===== src/common/vga_pkg.sv =====
`default_nettype none

package vga_pkg;

	// bus geometry
	localparam int WB_ADR_W = 12;
	localparam int WB_DAT_W = 32;
	localparam int COORD_W = 11; // enough for 2047 clocks or lines

	// register map, byte offsets inside the peripheral window
	localparam logic [WB_ADR_W-1:0] ADDR_CTRL = 12'h000; // bit 0 is display enable
	localparam logic [WB_ADR_W-1:0] ADDR_SCROLL = 12'h004; // horizontal scroll in pixels

	// one word per pixel; only the low byte is stored
	localparam logic [WB_ADR_W-1:0] ADDR_PIXEL_BASE = 12'h800;

	// decoded target of a bus access
	typedef enum logic [1:0] {
		REG_CTRL,
		REG_SCROLL,
		REG_PIXEL,
		REG_NONE
	} vga_reg_e;

	// request from the wishbone master
	typedef struct packed {
		logic cyc;
		logic stb;
		logic we;
		logic [WB_ADR_W-1:0] adr;
		logic [WB_DAT_W-1:0] dat_w;
	} wb_req_t;

	// response back to the master
	typedef struct packed {
		logic ack;
		logic [WB_DAT_W-1:0] dat_r;
	} wb_rsp_t;

	/*
	 * raster position as seen by the pixel path
	 * hcount and vcount count from the first visible pixel / line
	 * and sit at zero outside the active area
	 */
	typedef struct packed {
		logic hs; // active low
		logic vs; // active low
		logic blank;
		logic [COORD_W-1:0] hcount;
		logic [COORD_W-1:0] vcount;
	} vga_timing_t;

	// single write into the line buffer
	typedef struct packed {
		logic en;
		logic [COORD_W-1:0] addr; // pixel index within the line
		logic [7:0] data; // rgb 3-3-2
	} pix_wr_t;

endpackage

`default_nettype wire

===== src/rtl/vga_bus_regs.sv =====
`timescale 1ns/1ps
`default_nettype none

// wishbone classic slave, one wait state, for ctrl / scroll / pixel words
module vga_bus_regs #(
	parameter int H_ACTIVE = 640
) (
	input logic clk,
	input logic rst,
	input vga_pkg::wb_req_t wb_req,
	output vga_pkg::wb_rsp_t wb_rsp,
	output logic enable,
	output logic [10:0] scroll,
	output vga_pkg::pix_wr_t pix_wr
);

	vga_pkg::vga_reg_e reg_sel;
	logic ack_q;
	logic access; // new request, ack not yet given
	logic [11:0] pix_off;
	logic [10:0] pix_idx;
	logic [31:0] rd_mux;

	// pixel write pulse, lines up with ack
	logic pix_en_q;
	logic [10:0] pix_addr_q;
	logic [7:0] pix_data_q;

	assign access = wb_req.cyc && wb_req.stb && !ack_q;

	/*
	 * the pixel window starts at ADDR_PIXEL_BASE, one word per pixel.
	 * with a 12-bit address it covers 512 words, so only that many
	 * pixels of a wider line are reachable from the bus
	 */
	assign pix_off = wb_req.adr - vga_pkg::ADDR_PIXEL_BASE;
	assign pix_idx = {1'b0, pix_off[11:2]};

	always_comb begin
		reg_sel = vga_pkg::REG_NONE;
		if (wb_req.adr == vga_pkg::ADDR_CTRL)
			reg_sel = vga_pkg::REG_CTRL;
		else if (wb_req.adr == vga_pkg::ADDR_SCROLL)
			reg_sel = vga_pkg::REG_SCROLL;
		else if (wb_req.adr >= vga_pkg::ADDR_PIXEL_BASE && pix_idx < 11'(H_ACTIVE))
			reg_sel = vga_pkg::REG_PIXEL;
	end

	// ack one cycle after the request, for exactly one cycle
	always_ff @(posedge clk) begin
		if (rst) begin
			ack_q <= 1'b0;
			enable <= 1'b0;
			scroll <= '0;
			pix_en_q <= 1'b0;
		end else begin
			ack_q <= access;
			pix_en_q <= access && wb_req.we && reg_sel == vga_pkg::REG_PIXEL;
			if (access && wb_req.we) begin
				case (reg_sel)
					vga_pkg::REG_CTRL: enable <= wb_req.dat_w[0];
					vga_pkg::REG_SCROLL: scroll <= 11'(wb_req.dat_w % 32'(H_ACTIVE));
					default: ; // pixels go out through pix_wr
				endcase
			end
		end
	end

	always_ff @(posedge clk) begin
		if (access) begin
			pix_addr_q <= pix_idx;
			pix_data_q <= wb_req.dat_w[7:0]; // low byte only
		end
	end

	assign pix_wr = '{en: pix_en_q, addr: pix_addr_q, data: pix_data_q};

	// read side; request is still held while ack is high
	always_comb begin
		case (reg_sel)
			vga_pkg::REG_CTRL: rd_mux = {31'd0, enable};
			vga_pkg::REG_SCROLL: rd_mux = {21'd0, scroll};
			default: rd_mux = '0; // pixel reads are not supported
		endcase
	end

	assign wb_rsp.ack = ack_q;
	assign wb_rsp.dat_r = (ack_q && !wb_req.we) ? rd_mux : '0;

endmodule

`default_nettype wire


===== config.mk =====
export PLATFORM = sky130hd
export DESIGN_NAME = vga_bus_regs
export DESIGN_NICKNAME = d
export VERILOG_FILES = /design/src/common/vga_pkg.sv /design/src/rtl/vga_bus_regs.sv
export SDC_FILE = /design/constraint.sdc
export NUM_CORES = 1
export LEC_CHECK = 0
export ABC_AREA = 1
export BUFFER_PORTS_ARGS = -buffer_cell sky130_fd_sc_hd__buf_2
export CAP_MARGIN = 10
export CELL_PAD_IN_SITES_DETAIL_PLACEMENT = 1
export CELL_PAD_IN_SITES_GLOBAL_PLACEMENT = 1
export CORE_MARGIN = 3
export CORE_UTILIZATION = 32
export DETAILED_ROUTE_END_ITERATION = 12
export PLACE_DENSITY_LB_ADDON = 0.1
export SLEW_MARGIN = 40
export SYNTH_ARGS = -nofsm -noshare
export SYNTH_HDL_FRONTEND = slang
export SYNTH_SLANG_ARGS = --single-unit

===== constraint.sdc =====
create_clock -name clk -period 7.9 [get_ports clk]
set_input_delay 1.58 -clock clk [delete_from_list [all_inputs] [get_ports clk]]
set_output_delay 1.58 -clock clk [all_outputs]
set_load 0.02 [all_outputs]

# Word level (Yosys, flattened, before mapping)
# Cells that the tools add are included.
# totals
reg_bits	32
latch_bits	0
ram_bits	0
romBits	0
in_bits	49
output_inout_bits	65
elab_cells	30
n_memories	0
# classes
n_addsub	1
n_mul	0
n_div	1
order_cmp	2
eq_ne	3
n_shift	0
mux	5
bitwise_logic	0
n_reduce_logical	12
# op_table
op	count
32-bit by 10-bit remainder unit with 32-bit output, second input constant	1
32-bit two-way mux	1
11-bit case mux with 2 select lines	1
12-bit by 3-bit == test with 1-bit output, second input constant	1
12-bit >= comparator, second input constant	1
12-bit logical NOT	1
12-bit subtractor, second input constant	1
10-bit < comparator, second input constant	1
1-bit logical AND	6
2-bit two-way mux	2
2-bit AND reduction	2
2-bit by 1-bit == test with 1-bit output, second input constant	1
2-bit == test, second input constant	1
1-bit logical NOT	2
2-bit logical NOT	1
1-bit two-way mux	1

# Logic depth before layout (Yosys ltp)
# depth
depth_word	9
depth_mapped	113

# Worst setup path before layout
# OpenSTA, ideal clock, no wires.
# synth_timing
path_kind	input port to flip-flop
startpoint	in wb_req[29] (netlist name)
endpoint	reg scroll[7]
setup_time_ns	0.109
t_arrival_ns	8.340
t_required_ns	7.791
slack_ns	-0.549
stages	98
n_path_buf	0
cell_sequence	inv_1 > nand3_2 > nand3_2 > nand2_2 > nand2_1 > nand2_1 > nand2_1 > clkinv_1 > nand2_2 > nand2_2 > a21oi_4 > nand2_2 > nand3_1 > nand3_1 > nand2_2 > nand2_2 > nand2_2 > nand3_1 > (+62 left out) > nand2_4 > nand2_2 > nand2_1 > nand2_1 > inv_2 > nand2_2 > nand3_1 > nand3_1 > nand2_2 > nand2_2 > nand2_2 > nand3_2 > nand2_2 > nand2_1 > nand2_1 > nand3_1 > nand2_1 > inv_1
# synth_via
elab_chain_cells	1
# synth_lines
element	line_no	source
start, declared	vga_bus_regs.sv:10	input vga_pkg::wb_req_t wb_req,
32-bit by 10-bit remainder unit with 32-bit output	vga_bus_regs.sv:62	vga_pkg::REG_SCROLL: scroll <= 11'(wb_req.dat_w % 32'(H_ACTIVE));
end signal, assigned	vga_bus_regs.sv:62	
end, declared	vga_bus_regs.sv:13	output logic [10:0] scroll,
# No other way between the ends.
# A chain may end at the register's enable or synchronous reset.

# Final worst setup path
# layout_timing
startpoint	in wb_req[29] (netlist name)
endpoint	reg scroll[8]
# The elaborated chain is that of the path after synthesis.

==> reports/results.tsv <==
metric	value	unit
instances_no_fill	836	
fin_hold_ws	0.4802	ns
htree_levels	2	
detailed_place_hpwl	8217	µm
failed_checks	setup timing	
timing.max_cap.violations	0	
die_area	12350	µm²
antenna_found_initial	0	
cts.sinks	32	
r2r-end	scroll[4]$_SDFFE_PP0P_	
crit_type	primary input to flip-flop	
io_buffers	91	
final_nets	748	
rsz0062_at_grt	yes	
fin_setup_tns	-4.014	ns
period_share	117.0	%
ant_nets	0	
rrSetupSlack	5.77	ns
root_buffer	clkbuf_8	
fp.coreArea	10560	µm²
ys_ff_latch	32	
min_path_type	flip-flop to flip-flop	
avgRoutedWirePerCell	12.79	µm
worst-path-max-fanout	5	
grt_max_degree	20	
hold_viol_final	0	
fp.dieW	111.1	µm
rr_worst_depth	7	
grt_pass1_vias	4015	
tritoncts	built	
synth_top_cell_area_share	15.92	%
slowest_delay	0.21	ns
crit_arrival	9.43	ns
post_synth_num_cell_types	34	
wirelength	10690	µm
seq_area_frac_synth	23.21	%
fmax	108.2	MHz
num_antenna_cells	0	
relSlewSlack	63.72	%
ys_top_cells_by_area	nand2_1 16%, edfxtp_1 15%, nand3_1 13%	
clock-skew-final	0.009117	ns
clkTransAtPathRegs	0.07	ns
hold_start	scroll[2]$_SDFFE_PP0P_	
drt_iter0_markers	108	
synth_cells	560	
outcome	finished with violations	
grt_pass1_wl	17570	µm
end_kind	flip-flop	
cts_buffer_depth	2	
placementRows	37	
dp_cells	807	
critPathRequiredTime	8.09	ns
crit_top_cell	nand2_4	
synth_area	3536	µm²
critPathLaunchType	primary input	
avgSynthCellArea	6.314	µm²
ys_warn_count	0	
drc	0	
cts_buffers	5	
drive_gt1_share	54.43	%
min_to	scroll[2]$_SDFFE_PP0P_	
period_needed	9.243	ns
slew_viol_final	0	
reg2reg_from	ack_q$_SDFF_PP0_	
grt-ovfl-total	0	
final.setup.worst_slack	-1.343	ns
clk_latency	0.28	ns
start_util	33.50	%
syn_to_final_growth	51.70	%
synth_largest_area_cell	nand2_1	
hold_depth	2	
cts_hold_buf	0	
die_h	111.1	µm
grt_use_total	16.17	%
drt_pre_antenna_iters	4	
crit_slowest_cell	a21boi_4	
vias	3995	
post_drt_via_cell_ratio	4.779	
gp_congestion	0.7824	
setup_viol	3	
worst_pin_slew	0.5425	ns
ios	114	
how the worst max path moves through the flow:
stage	to	cells past startpoint	slack [ns]	from
after floorplan	scroll[7]$_SDFFE_PP0P_	108	-0.47	wb_req[29]
after global placement	scroll[7]$_SDFFE_PP0P_	88	-1.42	wb_req[29]
after detailed placement	scroll[8]$_SDFFE_PP0P_	94	-1.83	wb_req[29]
after CTS	scroll[8]$_SDFFE_PP0P_	109	-1.19	wb_req[29]
after global routing	scroll[7]$_SDFFE_PP0P_	105	-2.14	wb_req[29]
final	scroll[8]$_SDFFE_PP0P_	100	-1.34	wb_req[29]
final cells by class:
| cell class | instances | area, µm² |
|---|---|---|
| clock buffer | 6 | 82.58 |
| fill | 1390 | 5191 |
| tap | 136 | 170.2 |
| sequential | 32 | 820.8 |
| clock inverter | 2 | 33.78 |
| multi-input combinational | 424 | 2987 |
| inverter | 97 | 410.4 |
| timing repair buffer | 139 | 859.6 |
cells by family after synthesis:
logic type             count (synthesis)  synth area share (%)
AND/OR/NAND/NOR                      369                 54.10
flip-flops                            32                 23.21
XOR/XNOR                               1                0.2477
buffers and inverters                125                 15.82
AO/OA/AOI/OAI                         32                 6.512
other                                  1                0.1061
cells in the mapped netlist (all sizes together):
library cell and count:
clkinv 3, conb 1, xor2 1, nand3 112
a211oi 8, or4 2, a21boi 1, o2111ai 1
a31oi 2, nand2 215, o311a 1, dfxtp 14
edfxtp 18, o21ai 12, buf 24, a21oi 5
clkbuf 4, nor3 13, a21o 1, nand3b 5
nor4 1, nor3b 2, nor2 14, nand4 5
o22ai 1, inv 94
what timing repair did:
item,CTS,global route
endpoints found under the hold margin,0,0
buffers inserted,11,10
pin swaps,35,70
endpoints found under the setup margin,3,3
gates resized for setup,88,96
layout by cell type, fill, tap and decap left out, types with 18 or more instances in the layout:
| master | n |
|---|---|
| buf_2 | 88 |
| nand2_1 | 82 |
| nand2_2 | 72 |
| nand3_1 | 62 |
| nand2_4 | 61 |
| inv_1 | 54 |
| buf_4 | 46 |
| nand3_2 | 32 |
| inv_2 | 30 |
| conb_1 | 22 |
| nand3_4 | 18 |
| edfxtp_1 | 18 |
metal layers:
| layer | routed length [µm] | share of wire (%) | up-vias | GRT usage, % |
|---|---|---|---|---|
| li1 | - | - | 2042 | - |
| met1 | 4361 | 41 | 1860 | 19.28 |
| met2 | 5812 | 54 | 85 | 31.27 |
| met3 | 452 | 4.2 | 8 | 1.910 |
| met4 | 65 | 0.61 | 0 | 2.676 |
| met5 | 0 | 0 | - | 0 |
metrics by stage:
| step | worst slack [ns] | cell area (µm²) | utilization [%] |
|---|---|---|---|
| 2_1_floorplan | -0.4744 | 3716 | - |
| 3_3_place_gp | -1.422 | 4354 | 41.25 |
| 3_5_place_dp | -1.825 | 4354 | 41.25 |
| 4_1_cts | -1.190 | 4888 | 46.31 |
| 5_1_grt | -2.135 | 5364 | 50.82 |
| 6_report | -1.343 | 5364 | 50.82 |
worst max-delay path, delay by kind of cell:
kind | cells | cell delay, ns
compound gates | 3 | 0.49
buf+inv | 16 | 1.05
simple gates | 81 | 6.24
state kept, by name (all words and copies together), names as in the netlist:
register    cells
pix_en_q        1
pix_addr_q     10
enable          1
scroll         11
pix_data_q      8
ack_q           1
Power is not shown: default switching activity piles up to over one toggle a cycle in this logic, so the estimate is an artifact.
