[src/common/vga_pkg.sv]
`default_nettype none

package vga_pkg;

	// bus geometry
	localparam int WB_ADR_W = 12;
	localparam int WB_DAT_W = 32;
	localparam int COORD_W = 11; // enough for 2047 clocks or lines

	// register map, byte offsets inside the peripheral window
	localparam logic [WB_ADR_W-1:0] ADDR_CTRL = 12'h000; // bit 0 is display enable
	localparam logic [WB_ADR_W-1:0] ADDR_SCROLL = 12'h004; // horizontal scroll in pixels

	// one word per pixel; only the low byte is stored
	localparam logic [WB_ADR_W-1:0] ADDR_PIXEL_BASE = 12'h800;

	// decoded target of a bus access
	typedef enum logic [1:0] {
		REG_CTRL,
		REG_SCROLL,
		REG_PIXEL,
		REG_NONE
	} vga_reg_e;

	// request from the wishbone master
	typedef struct packed {
		logic cyc;
		logic stb;
		logic we;
		logic [WB_ADR_W-1:0] adr;
		logic [WB_DAT_W-1:0] dat_w;
	} wb_req_t;

	// response back to the master
	typedef struct packed {
		logic ack;
		logic [WB_DAT_W-1:0] dat_r;
	} wb_rsp_t;

	/*
	 * raster position as seen by the pixel path
	 * hcount and vcount count from the first visible pixel / line
	 * and sit at zero outside the active area
	 */
	typedef struct packed {
		logic hs; // active low
		logic vs; // active low
		logic blank;
		logic [COORD_W-1:0] hcount;
		logic [COORD_W-1:0] vcount;
	} vga_timing_t;

	// single write into the line buffer
	typedef struct packed {
		logic en;
		logic [COORD_W-1:0] addr; // pixel index within the line
		logic [7:0] data; // rgb 3-3-2
	} pix_wr_t;

endpackage

`default_nettype wire
[src/vga/vga_timing.sv]
`timescale 1ns/1ps
`default_nettype none

// line and frame counters, sync pulses first, then back porch, active, front porch
module vga_timing #(
	parameter int H_ACTIVE = 640,
	parameter int H_FRONTPORCH = 16,
	parameter int H_PULSEWIDTH = 96,
	parameter int H_BACKPORCH = 48,
	parameter int V_ACTIVE = 480,
	parameter int V_FRONTPORCH = 10,
	parameter int V_PULSEWIDTH = 2,
	parameter int V_BACKPORCH = 29
) (
	input logic clk,
	input logic rst,
	output vga_pkg::vga_timing_t timing
);

	localparam int H_START = H_PULSEWIDTH + H_BACKPORCH; // first visible clock
	localparam int H_END = H_START + H_ACTIVE;
	localparam int H_TOTAL = H_END + H_FRONTPORCH;
	localparam int V_START = V_PULSEWIDTH + V_BACKPORCH;
	localparam int V_END = V_START + V_ACTIVE;
	localparam int V_TOTAL = V_END + V_FRONTPORCH;

	logic [10:0] hcounter, vcounter;
	logic [10:0] h_next, v_next;

	// raster position for a given pair of counter values
	function automatic vga_pkg::vga_timing_t decode(input logic [10:0] h, input logic [10:0] v);
		vga_pkg::vga_timing_t t;
		logic h_act;
		logic v_act;
		h_act = (h >= 11'(H_START)) && (h < 11'(H_END));
		v_act = (v >= 11'(V_START)) && (v < 11'(V_END));
		t.hs = (h >= 11'(H_PULSEWIDTH)); // low during the pulse
		t.vs = (v >= 11'(V_PULSEWIDTH));
		t.blank = !(h_act && v_act);
		t.hcount = h_act ? h - 11'(H_START) : '0;
		t.vcount = v_act ? v - 11'(V_START) : '0;
		return t;
	endfunction

	// vertical steps only when the line wraps, i.e. on the hs falling edge
	always_comb begin
		h_next = hcounter + 11'd1;
		v_next = vcounter;
		if (hcounter == 11'(H_TOTAL - 1)) begin
			h_next = '0;
			if (vcounter == 11'(V_TOTAL - 1))
				v_next = '0;
			else
				v_next = vcounter + 11'd1;
		end
	end

	// timing struct is always the decode of the counters it is stored with
	always_ff @(posedge clk) begin
		if (rst) begin
			hcounter <= '0;
			vcounter <= '0;
			timing <= decode(11'd0, 11'd0);
		end else begin
			hcounter <= h_next;
			vcounter <= v_next;
			timing <= decode(h_next, v_next);
		end
	end

endmodule

`default_nettype wire

[config.mk]
export PLATFORM = sky130hd
export DESIGN_NAME = vga_timing
export DESIGN_NICKNAME = d
export VERILOG_FILES = /design/src/common/vga_pkg.sv /design/src/vga/vga_timing.sv
export SDC_FILE = /design/constraint.sdc
export NUM_CORES = 1
export LEC_CHECK = 0
export ABC_CLOCK_PERIOD_IN_PS = 4150
export BUFFER_PORTS_ARGS = -buffer_cell sky130_fd_sc_hd__buf_4
export CELL_PAD_IN_SITES_DETAIL_PLACEMENT = 1
export CELL_PAD_IN_SITES_GLOBAL_PLACEMENT = 2
export CORE_MARGIN = 1.5
export CORE_UTILIZATION = 25
export CTS_BUF_LIST = sky130_fd_sc_hd__clkbuf_16
export DETAILED_ROUTE_END_ITERATION = 10
export PLACE_DENSITY = 0.68
export SLEW_MARGIN = 20
export SYNTH_ARGS = -nofsm -noshare
export SYNTH_HDL_FRONTEND = slang
export SYNTH_SLANG_ARGS = --single-unit
[constraint.sdc]
create_clock -name clk -period 4.15 [get_ports clk]
set_input_delay 1.0375 -clock clk [delete_from_list [all_inputs] [get_ports clk]]
set_output_delay 1.0375 -clock clk [all_outputs]
set_load 0.005 [all_outputs]
After elaboration in Yosys (flattened, before gate mapping)
Cells that the tools add are included.
{ "classes": {"add_sub_neg": 4, "mul": 0, "div_mod_pow": 0, "order_cmp": 6, "eq_ne": 2, "shifts": 0, "n_mux": 3, "bitwise": 2, "reduce_logical": 6} }
{ "ops": {"columns": ["cell", "n"], "rows": [
  ["two-way mux 11 bit", 3],
  ["adder 11 x 1 -> 11 bit, second input constant", 2],
  ["equality test 11 x 10 -> 1 bit, second input constant", 2],
  [">= comparator 11 x 2 -> 1 bit, second input constant", 1],
  [">= comparator 11 x 5 -> 1 bit, second input constant", 1],
  [">= comparator 11 x 7 -> 1 bit, second input constant", 1],
  [">= comparator 11 x 8 -> 1 bit, second input constant", 1],
  ["less-than comparator 11 x 10 -> 1 bit, second input constant", 1],
  ["less-than comparator 11 x 9 -> 1 bit, second input constant", 1],
  ["subtractor 11 x 5 -> 11 bit, second input constant", 1],
  ["subtractor 11 x 8 -> 11 bit, second input constant", 1],
  ["OR reduction 2 bit", 2],
  ["logical AND 1 bit", 3],
  ["NOT 1 bit", 2],
  ["zero test 1 bit", 1]
]} }
{ "word_totals": {"ff_bits": 47, "latchBits": 0, "ram_bits": 0, "romBits": 0, "input_bits": 2, "out_inout_bits": 25, "wordCells": 30, "mem_count": 0} }

Depth between registers and ports, before layout
{ "logic_depth": {"word_depth": 7, "depth_mapped": 14, "mapped_depth_nobuf": 13} }

Least setup slack after synthesis
Ideal clock, no wire load.
{ "synth_timing": {"kind": "register to register", "startpoint": "register hcounter[0]", "endpoint": "register timing[10] in the netlist's numbering", "setup_time_ps": 115, "arrival_time_ps": 2782, "required_time_ps": 4035, "path_slack_ps": 1253, "path_stages_with_launch": 13, "path_buffers": 0, "synth_period_minus_slack_ps": 2897, "cell_sequence": "dfxtp_1 ha_1 nand4_1 nor3_4 nand2_1 o21a_1 inv_1 ha_1 nand2b_1 or4_1 nand4_1 xnor2_1 nor2_2"} }
{ "synth_between": {"elab_chain_cells": 6, "elab_cells_between_ends": 8, "classes_between": "1 x add/sub; 2 x order compare; 1 x eq/ne; 1 x mux; 1 x bitwise; 2 x reduce/logical"} }
{ "synth_lines": {"columns": ["item", "line_no", "rtl"], "rows": [
  ["from (decl)", "vga_timing.sv:27", "logic [10:0] hcounter, vcounter;"],
  ["from (signal assigned)", "vga_timing.sv:65", "hcounter <= h_next;"],
  ["equality test 11 x 10 -> 1 bit (*)", "vga_timing.sv:49", "if (hcounter == 11'(H_TOTAL - 1)) begin"],
  ["two-way mux 11 bit (*)", "vga_timing.sv:49", null],
  ["named net v_next[0]", "vga_timing.sv:28", "logic [10:0] h_next, v_next;"],
  [">= comparator 11 x 5 -> 1 bit / less-than comparator 11 x 9 -> 1 bit (equally long branches)", "vga_timing.sv:36", "v_act = (v >= 11'(V_START)) && (v < 11'(V_END));"],
  ["logical AND 1 bit", "vga_timing.sv:36", null],
  ["NOT 1 bit (no source line)", null, null],
  ["OR reduction 2 bit (no source line)", null, null],
  ["to (signal assigned)", "vga_timing.sv:63", "timing <= decode(11'd0, 11'd0);"],
  ["to (signal assigned)", "vga_timing.sv:67", "timing <= decode(h_next, v_next);"],
  ["to (decl)", "vga_timing.sv:17", "output vga_pkg::vga_timing_t timing"]
]} }
The timed path passes the listed nets; every way through them passes the cells marked *.
A chain may end at the register's enable or synchronous reset.

Worst setup path in the final report
{ "layout_timing": {"startpoint": "register hcounter[0]", "endpoint": "register timing[5] in the netlist's numbering"} }
{ "layout_between": {"elab_chain_cells": 6, "elab_cells_between_ends": 8, "classes_between": "1 x add/sub; 2 x order compare; 1 x eq/ne; 1 x mux; 1 x bitwise; 2 x reduce/logical"} }
{ "layout_lines": {"columns": ["item", "line_no"], "rows": [
  ["equality test 11 x 10 -> 1 bit (*)", "vga_timing.sv:49"],
  ["two-way mux 11 bit (*)", "vga_timing.sv:49"],
  [">= comparator 11 x 5 -> 1 bit / less-than comparator 11 x 9 -> 1 bit (equally long branches)", "vga_timing.sv:36"],
  ["logical AND 1 bit", "vga_timing.sv:36"],
  ["NOT 1 bit (no source line)", null],
  ["OR reduction 2 bit (no source line)", null]
]} }
Mark *: on every way between the ends. The rest lies on a longest branch, timed or not.

==> results.md <==
* Antenna violations before repair at 0
* Num rows at 34
* Hold Vio Cnt, Final at 0
* Ys async rst share at 0%
* Placed inst area at around 2600 um^2
* Top-area cell type share of the netlist area at 41.1%
* Setup violators final at 0
* M2 GR Usage at 22.0%
* Maximum vdd drop at 0.155 mV
* Flops & latches, synth at 47
* Clock Path Buffers at 2
* CP most frequent cell: nor4_4
* Share of layout cells above drive strength 1 at a little under a fifth
* Non-Filler Instances at 397
* Synth-to-Final Area Change at 20.5%
* Peak Freq at 0.292 GHz
* Grt met1 use at 19.0%
* Post-DP HPWL at 4630 um
* Sequential area share after synthesis at between 40 and 50%
* Vias in the first global route at 2,048
* Met3 Track Usage GR at 1.63%
* Syn Area/Cell at 8.87 um^2
* Bufs and invs on worst path at 0
* Post-Route WL at ~6300 um
* Clock sinks at 47
* Clock-pin slew on the worst setup and hold paths at 0.06 ns
* Maxcap violations at 0
* Critical Path Start Type: flip-flop
* Yosys warnings at 0
* Slew at the pin closest to its max-slew limit at 0.608 ns
* P_leak at 1.12 nW
* Worst endpoint data arrival time at 3.56 ns
* Final Worst Setup Slack at between 0.7 and 0.8 ns
* Final worst path period share at 82.4%
* Worst path top cell family by delay: simple AND/OR/NAND/NOR gates
* WHS at about 0.54 ns
* Vias per cell at 5.01
* Placed cell count at slightly below 400
* Max Slew Vio Count at 0
* Initial DRT Pass Iterations at 6
* Critical path peak fanout at 11
* First-pass GRT wire length at around 11,000 um
* CP max stage delay at 0.58 ns
* Relative slew margins at 59.4%
* Clk_lat worst skew at 0.28 ns
* Core Region at approximately 8800 um^2
* H-tree depth at 2
* Cell area after layout at 2760 um^2
* Final ANT Viol Nets at 0
* Power per Cell Area at 310 nW/um^2
* Post-place setup slack at 0.731 ns
* Most frequent cells after synthesis: dfxtp_1, nor2_1, nand2_1
* Total chip power at 0.855 mW
* GRT Util Overall at 13.6%
* Cell taking the most area after synthesis: dfxtp_1
* CTS tree: done
* Gp weighted congestion at 0.766
* CP endpoint kind: flip-flop
* DRT iter0 DRCs at 101
* Count leader, synth: dfxtp_1
* Syn_nets at between 200 and 300
* Die width at 98.7 um
* Final core occ at between 30% and 40%
* Fin crit period at 3.42 ns
* TritonCTS Buffers at 5
* Root buf cell: clkbuf_16
* Hold Crit Class: flip-flop to flip-flop
* Setup total negative slack at 0 ns
* Clock skew at roughly 0.0042 ns
* Hold_buf cts at 0
* Worst EP required at approximately 4.3 ns
* Die height at 98.7 um
* DRC violations left at 0
* DR WL/cell at 15.8 um
* Status: complete, no violations
* Post_cts resized at 0
* Ant. Diodes at 0
* Gr busiest metal: met2
* Dominant cells by area after synthesis: dfxtp_1, nor2_1, xnor2_1
* Synth Cell Area at 2290 um^2
* Grt total ovfl at 0
* Slowest CP cell: or4b_4
* # IOs at 27
* Synth Flop Type: dfxtp_1
* Initial Utilization at 26.0%
* Number of post-CTS setup repair buffers at 0
* I/O Buffers at 26
* CP Class: flip-flop to flip-flop
* Synth unique cells at 48
* DIE AREA at approximately 10000 um^2
* RSZ-0062 raised after global routing: no
* Synth Instances at roughly 260
* Final nets at between 200 and 300
* Via count at slightly below 2,000
* CP Cell Sequence: ha_1 > nand4_1 > nor4_4 > o22ai_1 > or4b_4 > nor4_4 > a2111o_1 > a21oi_1
* Largest net degree at the start of global routing at 27
* EDFF count, synth at 0
[cell usage in the layout (no fill, tap or decap), drive strengths merged, types with 8 or more instances in the layout]
cell type  netlist  layout
a21oi           13      13
buf              2      32
dfxtp           47      47
ha               8       8
inv              8      10
nand2           14      14
nand3           13      13
nand4           12      12
nor2            46      46
xnor2           13      13
xor2             9       9
[final cells by class]
cell class | count | area (um^2)
clock inverter | 3 | 12.5
fill | 1014 | 6050
timing repair buffer | 32 | 240
multi-input combinational | 194 | 1280
sequential | 47 | 941
tap | 108 | 135
clock buffer | 5 | 125
inverter | 8 | 30.0
[kinds of logic (layout without fill, tap and decap cells)]
family | after synthesis | count (layout) | synth area share (%)
buffers and inverters | 17 | 48 | 3.17
AO/OA/AOI/OAI | 36 | 36 | 10.7
adder cells (fa/ha/maj) | 8 | 8 | 4.37
XOR/XNOR | 22 | 22 | 8.42
AND/OR/NAND/NOR | 128 | 128 | 32.2
flip-flops | 47 | 47 | 41.1
[routing by layer]
layer  vias to the layer above  share of wire, %
met2                        26                47
li1                        978                 -
met4                         0               1.3
met1                       978                49
met5                         -                 0
met3                         6               2.6
[worst paths after layout]
kind	to	from	cells past startpoint	slack [ns]
worst max register to register	timing[5]	hcounter[0]	8	0.73
worst min register to register	timing[11]	hcounter[0]	1	0.54
worst min-delay path	timing[11]	hcounter[0]	1	0.54
worst max-delay path	timing[5]	hcounter[0]	8	0.73
[registers in the layout (all words and copies together), names as in the netlist]
signal	flops
timing	25
hcounter	11
vcounter	11
[worst register-to-register path: stages, from the launching register on]
cell	delay, ns
dfxtp_1	0.41
ha_1	0.25
nand4_1	0.40
nor4_4	0.49
o22ai_1	0.24
or4b_4	0.59
nor4_4	0.33
a2111o_1	0.47
a21oi_1	0.11
[power breakdown]
group	internal (mW)	switching (mW)	total (mW)	leakage, nW
Sequential	0.453	0.00370	0.457	0.379
Clock	0.218	0.166	0.384	0.0762
Combinational	0.00400	0.00977	0.0138	0.669
Note: power is estimated with default switching activity, not from simulation.
