**config.mk**
```make
export PLATFORM = sky130hd
export DESIGN_NAME = vga_pixel_out
export DESIGN_NICKNAME = d
export VERILOG_FILES = /design/src/common/vga_pkg.sv /design/src/vga/vga_pixel_out.sv
export SDC_FILE = /design/constraint.sdc
export NUM_CORES = 1
export LEC_CHECK = 0
export BUFFER_PORTS_ARGS = -buffer_cell sky130_fd_sc_hd__clkbuf_2
export CORE_AREA = 2 2 39 41
export CTS_BUF_LIST = sky130_fd_sc_hd__clkbuf_16
export DETAILED_ROUTE_END_ITERATION = 8
export DIE_AREA = 0 0 41 43
export GPL_ROUTABILITY_DRIVEN = 1
export GPL_TIMING_DRIVEN = 0
export PLACE_DENSITY = 0.79
export SLEW_MARGIN = 25
export SYNTH_ARGS = -nofsm -noshare
export SYNTH_HDL_FRONTEND = slang
export SYNTH_SLANG_ARGS = --single-unit
```
**constraint.sdc**
```tcl
create_clock -name clk -period 2.7 [get_ports clk]
set_clock_uncertainty 0.15 [all_clocks]
set_input_delay 0.54 -clock clk [delete_from_list [all_inputs] [get_ports clk]]
set_output_delay 0.54 -clock clk [all_outputs]
set_load 0.02 [all_outputs]
```
**src/common/vga_pkg.sv**
```systemverilog
`default_nettype none

package vga_pkg;

	// bus geometry
	localparam int WB_ADR_W = 12;
	localparam int WB_DAT_W = 32;
	localparam int COORD_W = 11; // enough for 2047 clocks or lines

	// register map, byte offsets inside the peripheral window
	localparam logic [WB_ADR_W-1:0] ADDR_CTRL = 12'h000; // bit 0 is display enable
	localparam logic [WB_ADR_W-1:0] ADDR_SCROLL = 12'h004; // horizontal scroll in pixels

	// one word per pixel; only the low byte is stored
	localparam logic [WB_ADR_W-1:0] ADDR_PIXEL_BASE = 12'h800;

	// decoded target of a bus access
	typedef enum logic [1:0] {
		REG_CTRL,
		REG_SCROLL,
		REG_PIXEL,
		REG_NONE
	} vga_reg_e;

	// request from the wishbone master
	typedef struct packed {
		logic cyc;
		logic stb;
		logic we;
		logic [WB_ADR_W-1:0] adr;
		logic [WB_DAT_W-1:0] dat_w;
	} wb_req_t;

	// response back to the master
	typedef struct packed {
		logic ack;
		logic [WB_DAT_W-1:0] dat_r;
	} wb_rsp_t;

	/*
	 * raster position as seen by the pixel path
	 * hcount and vcount count from the first visible pixel / line
	 * and sit at zero outside the active area
	 */
	typedef struct packed {
		logic hs; // active low
		logic vs; // active low
		logic blank;
		logic [COORD_W-1:0] hcount;
		logic [COORD_W-1:0] vcount;
	} vga_timing_t;

	// single write into the line buffer
	typedef struct packed {
		logic en;
		logic [COORD_W-1:0] addr; // pixel index within the line
		logic [7:0] data; // rgb 3-3-2
	} pix_wr_t;

endpackage

`default_nettype wire
```
**src/vga/vga_pixel_out.sv**
```systemverilog
`timescale 1ns/1ps
`default_nettype none

// output stage: syncs and colour leave together, two clocks after timing
module vga_pixel_out (
	input logic clk,
	input logic rst,
	input vga_pkg::vga_timing_t timing,
	input logic [7:0] pixel,
	input logic enable,
	output logic [7:0] rgb,
	output logic hs,
	output logic vs
);

	vga_pkg::vga_timing_t timing_d; // matches the buffer read latency

	always_ff @(posedge clk) begin
		if (rst) begin
			timing_d <= '{hs: 1'b1, vs: 1'b1, blank: 1'b1, hcount: '0, vcount: '0};
			rgb <= '0;
			hs <= 1'b1; // syncs idle high
			vs <= 1'b1;
		end else begin
			timing_d <= timing;
			// black in the porches and while the display is off
			if (!timing_d.blank && enable)
				rgb <= pixel;
			else
				rgb <= '0;
			hs <= timing_d.hs;
			vs <= timing_d.vs;
		end
	end

endmodule

`default_nettype wire

```
# Word level (Yosys, flattened, before mapping)
# Cells that the tools add are included.
# totals
ff_bits,13
latchBits,0
ram_bits,0
romBits,0
in_bits,36
output_inout_bits,10
elab_cells,10
n_memories,0
# classes
add_sub_neg,0
n_mul,0
div_mod_pow,0
magnitude_cmp,0
eq_ne,0
n_shift,0
muxes,0
bitwise,1
reduce_logical,3
# ops
cell,count
OR reduction 2 bit,1
logical AND 1 bit,1
logical NOT 1 bit,1
inverter 1 bit,1

# Logic depth before layout (Yosys ltp)
# Gate-level depths: netlist (run 1).
# logic_depth
word_depth,4
mapped_depth,2
ltp_nobuf,1

# Worst setup path after synthesis (run 1)
# No wires, ideal clock.
# synth_path
path_kind,input -> register
from,input rst
to,register hs
setup_time_ns,0.123
arrival_ns,0.895
required_time_ns,2.427
slack_ns,1.532
stages,2
n_path_buf,1
path_cell_list,buf_6 -> or2_2
# synth_rtl
element,line_no,rtl
"start, declared",vga_pixel_out.sv:7,"input logic rst,"
"end signal, assigned",vga_pixel_out.sv:31,hs <= timing_d.hs;
"end, declared",vga_pixel_out.sv:12,"output logic hs,"
# No word-level cell between the ends.

# Worst setup path after layout (run 1)
# layout_path
from,register rgb[5]
to,output rgb[5]
# layout_rtl
element,line_no,rtl
"start, declared",vga_pixel_out.sv:11,"output logic [7:0] rgb,"
"start signal, assigned",vga_pixel_out.sv:28,rgb <= pixel;
# No word-level cell between the ends.

==> metrics.yaml, run 1 <==
cts_made_buffers: 3
synth_commonest_cells: "dfxtp_1 (13), and4bb_2 (8), or2_1 (4)"
cap_violations: 0
clk_latency_ns: 0.24
first_iter_violations: 2
postPlaceCellArea_um2: 538
cp_slowest_cell: "dfxtp_1"
critical_path.startpoint_type: "flip-flop"
setup_viol: 0
crit_path_end_kind: "output pin"
start_util_pct: 29.1
fin_nets: 91
place.gp.congestion: 0.539
rows: 14
die_w_um: 41
finalCritPeriodShare_pct: 51.3
cp_slowest_stage_delay_ns: 0.30
synthCells: 27
grt_pass1_wl_um: 1080
final_hold_viol_count: 0
critPathKind: "flip-flop to output pin"
arrival_ns: 0.69
cp_top_family: "flip-flops"
syn_nets: 63
cts_setup_buffers: 0
cts-htree-levels: 1
cp.buffers_inverters: 1
cts_hold_buffers: 0
timing.fmax_mhz: 722
drcViolationCount: 0
worstMarginPinSlew_ns: 0.193
slew_headroom_pct: 87.1
async_flop_share_pct: 0
p_seq_share_pct: 40.6
drive_gt1_share_pct: 66.7
power_density_mw_per_mm2: 800
max-clock-path-buffers: 2
ys_warn_count: 0
design_area_um2: 617
die_h_um: 43
regArea_um2: 260
die-area_mm2: 0.00176
fillerInstances: 142
port-buffer-count: 23
slew_viol_final: 0
syn_area_um2: 403
drt_wl_total_um: 749
p_switching_uw: 85.4
area_growth_pct: 53.1
n_antenna_cell: 0
multi_input_area_um2: 131
p_leak_nw: 0.293
path_cells: "clkbuf_2"
ys.flop_type: "dfxtp_1"
synth.most_common_cell: "dfxtp_1"
switching_share_pct: 17.3
crit_required_ns: 2.01
seq_area_frac_synth_pct: 64.6
grt_max_degree: 11
vias: 301
yosysTopAreaCell: "dfxtp_1"
clockPowerShare_pct: 53.9
ctsResizeCount: 0
cts_tree: "yes"
synth_enable_flop_cells: 0
ant_nets: 0
clk_pin_slew_ns: 0.04
drt-wirelength-per-cell_um: 10.7
grt_pass1_vias: 283
synth_top_cell_area_share_pct: 64.6
hold_path_class: "flip-flop to flip-flop"
synth_area_leaders: "dfxtp_1 (65%), and4bb_2 (25%), or2_1 (6.2%)"
cts_sinks: 13
synth.distinct_cells: 5
vdd_drop_max_mv: 0.286
drt_pass1_iterations: 4
finalCriticalPeriod_ns: 1.38
track_usage_pct: 10.1
worstPathMaxFanout: 1
rsz0062_at_grt: "false"
power_frac_comb_pct: 5.5
antenna_found_initial: 0
syn_avg_cell_area_um2: 14.9
setup_tns_ns: 0
p_int_uw: 408
pin_count: 46
viasPerCell: 4.30
grt.overflow.total: 0
status: "complete, no violations"
core-area_mm2: 0.00138
ys_ff_latch: 13
clockRootBuffer: "clkbuf_16"
metal layers:
layer	global-route usage, %	vias to the layer above	wire [µm]
met3	3.14	4	62
li1	-	150	-
met5	0	-	0
met1	9.80	131	280
met4	12.0	0	29
met2	14.4	16	377
cells in the final DEF (no fill, tap or decap):
cell       instances
clkbuf_2          23
dfxtp_1           13
inv_1              1
and4bb_2           8
clkbuf_16          3
buf_6              1
or2_2              1
or2_1              4
flip-flops by register name, summed over array words and instances, names as in the netlist:
signal	cells
hs	1
rgb	8
timing_d	3
vs	1
kinds of logic (layout without fill, tap and decap cells):
group                  after synthesis  after routing  share of synthesized area (%)
buffers and inverters                1             28                           2.79
AND/OR/NAND/NOR                     13             13                           32.6
flip-flops                          13             13                           64.6
path summary, 6_finish.rpt:
path / from / endpoint / slack, ns / depth (start not counted)
setup / recovery: rgb[5] / rgb[5] / 1.32 / 1
hold / removal: timing_d[24] / hs / 0.27 / 1
setup reg to reg: timing_d[22] / rgb[6] / 1.78 / 1
hold reg to reg: timing_d[24] / hs / 0.27 / 1
through the flow:
step	total power, mW	setup slack, ns	hold slack, ns	cells	util, %
floorplan	0.216	1.53	0.233	27	-
global placement	0.231	1.39	0.237	66	38.9
detailed placement	0.232	1.39	0.262	66	38.9
CTS	0.499	1.31	0.268	70	44.6
global route	0.511	1.27	0.276	70	44.6
finish	0.494	1.32	0.267	70	44.6
power by group through the flow:
stage | combinational [mW] | sequential, mW | clock [mW]
after floorplan | 0.00878 | 0.207 | 0
after global placement | 0.0268 | 0.204 | 0
after detailed placement | 0.0274 | 0.204 | 0
after CTS | 0.0276 | 0.201 | 0.271
after global routing | 0.0298 | 0.201 | 0.280
final | 0.0271 | 0.201 | 0.266
final cells by class:
cell class	count	area share [%]
timing repair buffer	23	18.7
tap	16	3.25
sequential	13	42.2
multi-input combinational	13	21.3
clock buffer	3	12.2
buffer	1	1.83
clock inverter	1	0.609
(Power assumes the default switching activity.)
==> inputs of run 2 (changes only) <==
Settings changed: CORE_AREA 2 2 39 41 to unset, CORE_MARGIN set to 2, CORE_UTILIZATION set to 31, DIE_AREA 0 0 41 43 to unset, PLACE_DENSITY 0.79 to 0.81.
Clock period 2.7 ns to 1.3 ns, I/O delays scaled along.
==> metrics.yaml, run 2 (synthesis gave the netlist of run 1 again) <==
status: "complete, no violations"
cts_tree: "yes"
power_frac_comb_pct: 5.5  # about the same
fin_nets: 91  # unchanged
post-place-ws_ns: 0.253  # -1.13 ns
drive_gt1_share_pct: 66.7  # unchanged
place.gp.congestion: 0.613  # +14%
die_h_um: 40.1  # -6.9%
max-clock-path-buffers: 2  # unchanged
p_switching_uw: 176  # +110%
cts-htree-levels: 1  # unchanged
timing.fmax_mhz: 903
grt_pass1_vias: 303  # +7.1%
design_area_um2: 614  # -0.41%
layout_common_cells: "clkbuf_2 (23), dfxtp_1 (13), and4bb_2 (8), or2_1 (4), clkbuf_16 (3)"
power.total_mw: 1.02  # +110%
cts_hold_buffers: 0  # unchanged
slew_viol_final: 0  # unchanged
area_growth_pct: 52.5
fin_cells: 68  # -2.9%
worstMarginPinSlew_ns: 0.212  # +0.0195 ns
cp_slowest_cell: "dfxtp_1"
clockRootBuffer: "clkbuf_16"
reg.largest.list: "rgb x8, timing_d x3"
postLayoutCoreUtil_pct: 53.1  # +8.6 points
critical_path.startpoint_type: "flip-flop"
crit_required_ns: 0.89  # -1.12 ns
die_w_um: 40.1  # -2.3%
core-area_mm2: 0.00116  # -16%
ant_nets: 0  # unchanged
finalCriticalPeriod_ns: 1.11
finalCritPeriodShare_pct: 85.2
clockPowerShare_pct: 53.7  # -0.2 points
drt_wl_total_um: 793  # +5.9%
setup_ws_ns: 0.193  # -1.12 ns
cp_top_family: "flip-flops"
p_leak_nw: 0.293  # unchanged
cts_made_buffers: 3  # unchanged
path_cells: "clkbuf_2"
drt_pass1_iterations: 2  # -2
cp.buffers_inverters: 1  # unchanged
n_antenna_cell: 0  # unchanged
p_int_uw: 848  # +110%
worstPathMaxFanout: 1  # unchanged
power_density_mw_per_mm2: 1670  # +110%
cts_sinks: 13  # unchanged
grt_max_degree: 11  # unchanged
antenna_found_initial: 0  # unchanged
vdd_drop_max_mv: 0.785  # +170%
switching_share_pct: 17.2  # -0.12 points
dp.final_hpwl_um: 599
track_usage_pct: 11.7  # +1.7 points
drcViolationCount: 0  # unchanged
clk_latency_ns: 0.23  # about the same
fin_hold_ws_ns: 0.0604  # -0.207 ns
critPathKind: "flip-flop to output pin"
cap_violations: 0  # unchanged
crit_path_end_kind: "output pin"
rsz0062_at_grt: "false"
die-area_mm2: 0.00160  # -9.0%
pin_count: 46  # unchanged
start_util_pct: 34.8  # +5.7 points
arrival_ns: 0.70  # about the same
viasPerCell: 4.47  # +4.0%
dp_cells: 64  # -3.0%
hold_path_class: "primary input to flip-flop"
grt.overflow.total: 0  # unchanged
cp_slowest_stage_delay_ns: 0.30  # about the same
first_iter_violations: 1  # -1
slew_headroom_pct: 85.8  # -1.3 points
regMostFlops: "rgb"
grt_pass1_wl_um: 1200  # +12%
ctsResizeCount: 0  # unchanged
rows: 12  # -2
layout_commonest_cell: "clkbuf_2"
p_seq_share_pct: 40.7  # about the same
clk_pin_slew_ns: 0.04  # about the same
cts_setup_buffers: 0  # unchanged
postPlaceCellArea_um2: 536  # -0.47%
largest_reg_flops: 8  # unchanged
port-buffer-count: 23  # unchanged
setup_viol: 0  # unchanged
setup_tns_ns: 0  # unchanged
vias: 304  # +1.0%
final_hold_viol_count: 0  # unchanged
drt-wirelength-per-cell_um: 11.7  # +9.0%
## run 2: cell counts in the layout (fill, tap and decap cells not counted)
Identical to the previous run, type by type.
## run 2: power groups by stage
stage	sequential [mW]	combinational, mW	clock [mW]
6_report	0.417	0.0567	0.550
5_1_grt	0.418	0.0621	0.586
4_1_cts	0.417	0.0578	0.562
3_5_place_dp	0.424	0.0573	0
3_3_place_gp	0.423	0.0555	0
2_1_floorplan	0.431	0.0182	0
## run 2: area by class of cell
cell class	count	area, µm²
Multi-Input combinational cell	13	131
Timing Repair Buffer	23	115
Clock inverter	1	3.75
Clock buffer	3	75.1
Buffer	1	11.3
Tap cell	14	17.5
Fill cell	106	542
Sequential cell	13	260
## run 2: routing by layer
layer | GRT usage [%] | vias to the layer above | wire length (µm)
li1 | - | 150 | -
met1 | 11.0 | 141 | 280
met2 | 21.0 | 13 | 438
met3 | 6.11 | 0 | 74
met4 | 5.17 | 0 | 0
met5 | 0 | - | 0
## run 2: path summary, 6_finish.rpt
kind / startpoint / to / slack [ns] / depth (start not counted)
worst min register to register: timing_d[23] / vs / 0.25 / 1
worst max register to register: timing_d[22] / rgb[5] / 0.36 / 1
worst min-delay path: timing[22] / timing_d[22] / 0.06 / 2
worst max-delay path: rgb[7] / rgb[7] / 0.19 / 1
==> inputs of run 3 (changes only) <==
Settings changed: CORE_UTILIZATION 31 to 28, PLACE_DENSITY 0.81 to 0.78, SKIP_LAST_GASP set to 1.
Clock period 1.3 ns to 1 ns, I/O delays scaled along.
==> metrics.yaml, run 3 (synthesis gave the netlist of run 1 again) <==
max-clock-path-buffers: 2  # unchanged
clk_latency_ns: 0.23  # about the same
setup_viol: 10  # +10
arrival_ns: 0.68  # -0.02 ns
path_cells: "buf_8"
die_h_um: 41.9  # +4.7%
fin_hold_ws_ns: -0.00517  # -0.0655 ns
setup_ws_ns: -0.0304  # -0.223 ns
worstMarginPinSlew_ns: 0.199  # -0.0135 ns
slew_viol_final: 0  # unchanged
vdd_drop_max_mv: 2.05  # +160%
die_w_um: 41.9  # +4.7%
cap_violations: 0  # unchanged
cp_slowest_cell: "dfxtp_2"
hold_path_class: "primary input to flip-flop"
fin_cells: 69  # +1.5%
largest_reg_flops: 8  # unchanged
place.gp.congestion: 0.633  # +3.3%
dp_cells: 65  # +1.6%
finalCritPeriodShare_pct: 103
slew_headroom_pct: 86.7  # +0.90 points
ant_nets: 0  # unchanged
area_growth_pct: 80.4
grt_max_degree: 11  # unchanged
timing.fmax_mhz: 970
drt_wl_total_um: 844  # +6.4%
drive_gt1_share_pct: 85.2  # +19 points
die-area_mm2: 0.00176  # +9.6%
drcViolationCount: 0  # unchanged
n_antenna_cell: 0  # unchanged
power_density_mw_per_mm2: 1870  # +12%
final_hold_viol_count: 1  # +1
regMostFlops: "rgb"
reg.largest.list: "rgb x8, timing_d x3"
drt_pass1_iterations: 2  # unchanged
core-area_mm2: 0.00132  # +14%
cp_slowest_stage_delay_ns: 0.32  # +0.02 ns
start_util_pct: 30.6  # -4.3 points
power.total_mw: 1.36  # +33%
cts_setup_buffers: 0  # unchanged
rows: 13  # +1
grt_pass1_vias: 331  # +9.2%
design_area_um2: 727  # +18%
first_iter_violations: 1  # unchanged
cts_sinks: 13  # unchanged
layout_commonest_cell: "clkbuf_2"
antenna_found_initial: 0  # unchanged
layout_common_cells: "clkbuf_2 (13), dfxtp_2 (10), buf_8 (9), and4bb_2 (8), or2_1 (4)"
grt_pass1_wl_um: 1450  # +21%
status: "complete, but fails checks"
dp.final_hpwl_um: 620  # +3.5%
fillerInstances: 106  # unchanged
worstPathMaxFanout: 1  # unchanged
viasPerCell: 4.48  # +0.17%
post-place-ws_ns: 0.00846  # -0.245 ns
pin_count: 46  # unchanged
cp_top_family: "flip-flops"
cts-htree-levels: 1  # unchanged
postPlaceCellArea_um2: 537  # +0.23%
critPathKind: "flip-flop to output pin"
vias: 309  # +1.6%
port-buffer-count: 23  # unchanged
clk_pin_slew_ns: 0.04  # about the same
clockRootBuffer: "clkbuf_16"
cp.buffers_inverters: 1  # unchanged
drt-wirelength-per-cell_um: 12.2  # +4.9%
track_usage_pct: 12.1  # +0.31 points
fin_nets: 91  # unchanged
p_leak_nw: 0.325  # +11%
critical_path.startpoint_type: "flip-flop"
crit_required_ns: 0.65  # -0.24 ns
finalCriticalPeriod_ns: 1.03
failed_checks: "negative hold slack, negative setup slack"
cts_tree: "yes"
rsz0062_at_grt: "true"
grt.overflow.total: 0  # unchanged
crit_path_end_kind: "output pin"
cts_made_buffers: 3  # unchanged
-- run 3: changes by cell type in the layout (fill, tap and decap cells not counted), sizes merged --
| cell | before | now |
|---|---|---|
| buf | 1 | 10 |
| clkbuf | 26 | 17 |
-- run 3: final timing paths --
check	start	end	slack, ns	cells after the start
worst max-delay path	rgb[1]	rgb[1]	-0.03	1
worst min-delay path	timing[22]	timing_d[22]	-0.005	2
worst max register to register	timing_d[22]	rgb[3]	0.06	1
worst min register to register	timing_d[23]	vs	0.25	1
-- run 3: layout make-up --
cell class | count | area, µm² | share of cell area (%)
clock buffers | 3 | 75.1 | 10.3
plain buffers | 1 | 11.3 | 1.55
repair buffers | 23 | 214 | 29.4
flip-flops and latches | 13 | 273 | 37.5
multi-input cells | 13 | 131 | 18.1
well taps | 15 | 18.8 | 2.58
clock inverters | 1 | 3.75 | 0.516
-- run 3: through the flow --
stage / util, % / setup TNS [ns]
global route: 55.2 / -0.477
finish: 55.2 / -0.224
floorplan: - / 0
detailed placement: 40.7 / 0
global placement: 40.7 / 0
CTS: 54.1 / -0.384
-- run 3: layer usage --
metal | global-route usage (%) | wire length (µm) | vias up
met5 | 0 | 0 | -
met4 | 3.87 | 0 | 0
met3 | 8.26 | 89 | 0
met2 | 20.0 | 442 | 21
met1 | 11.9 | 312 | 137
li1 | - | - | 151
-- run 3: what timing repair did --
action | 4_1_cts | 5_1_grt
gates resized for setup | 26 | 11
endpoints found under the setup margin | 10 | 10
pin swaps | 0 | 0
endpoints found under the hold margin | 1 | 0
-- run 3: report_power, final --
group / total [mW] / leakage [nW] / internal (mW) / switching (mW)
clock: 0.724 / 0.0423 / 0.525 / 0.198
combinational: 0.0893 / 0.173 / 0.0578 / 0.0315
sequential: 0.546 / 0.109 / 0.537 / 0.00943
total: 1.36 / 0.325 / 1.12 / 0.239
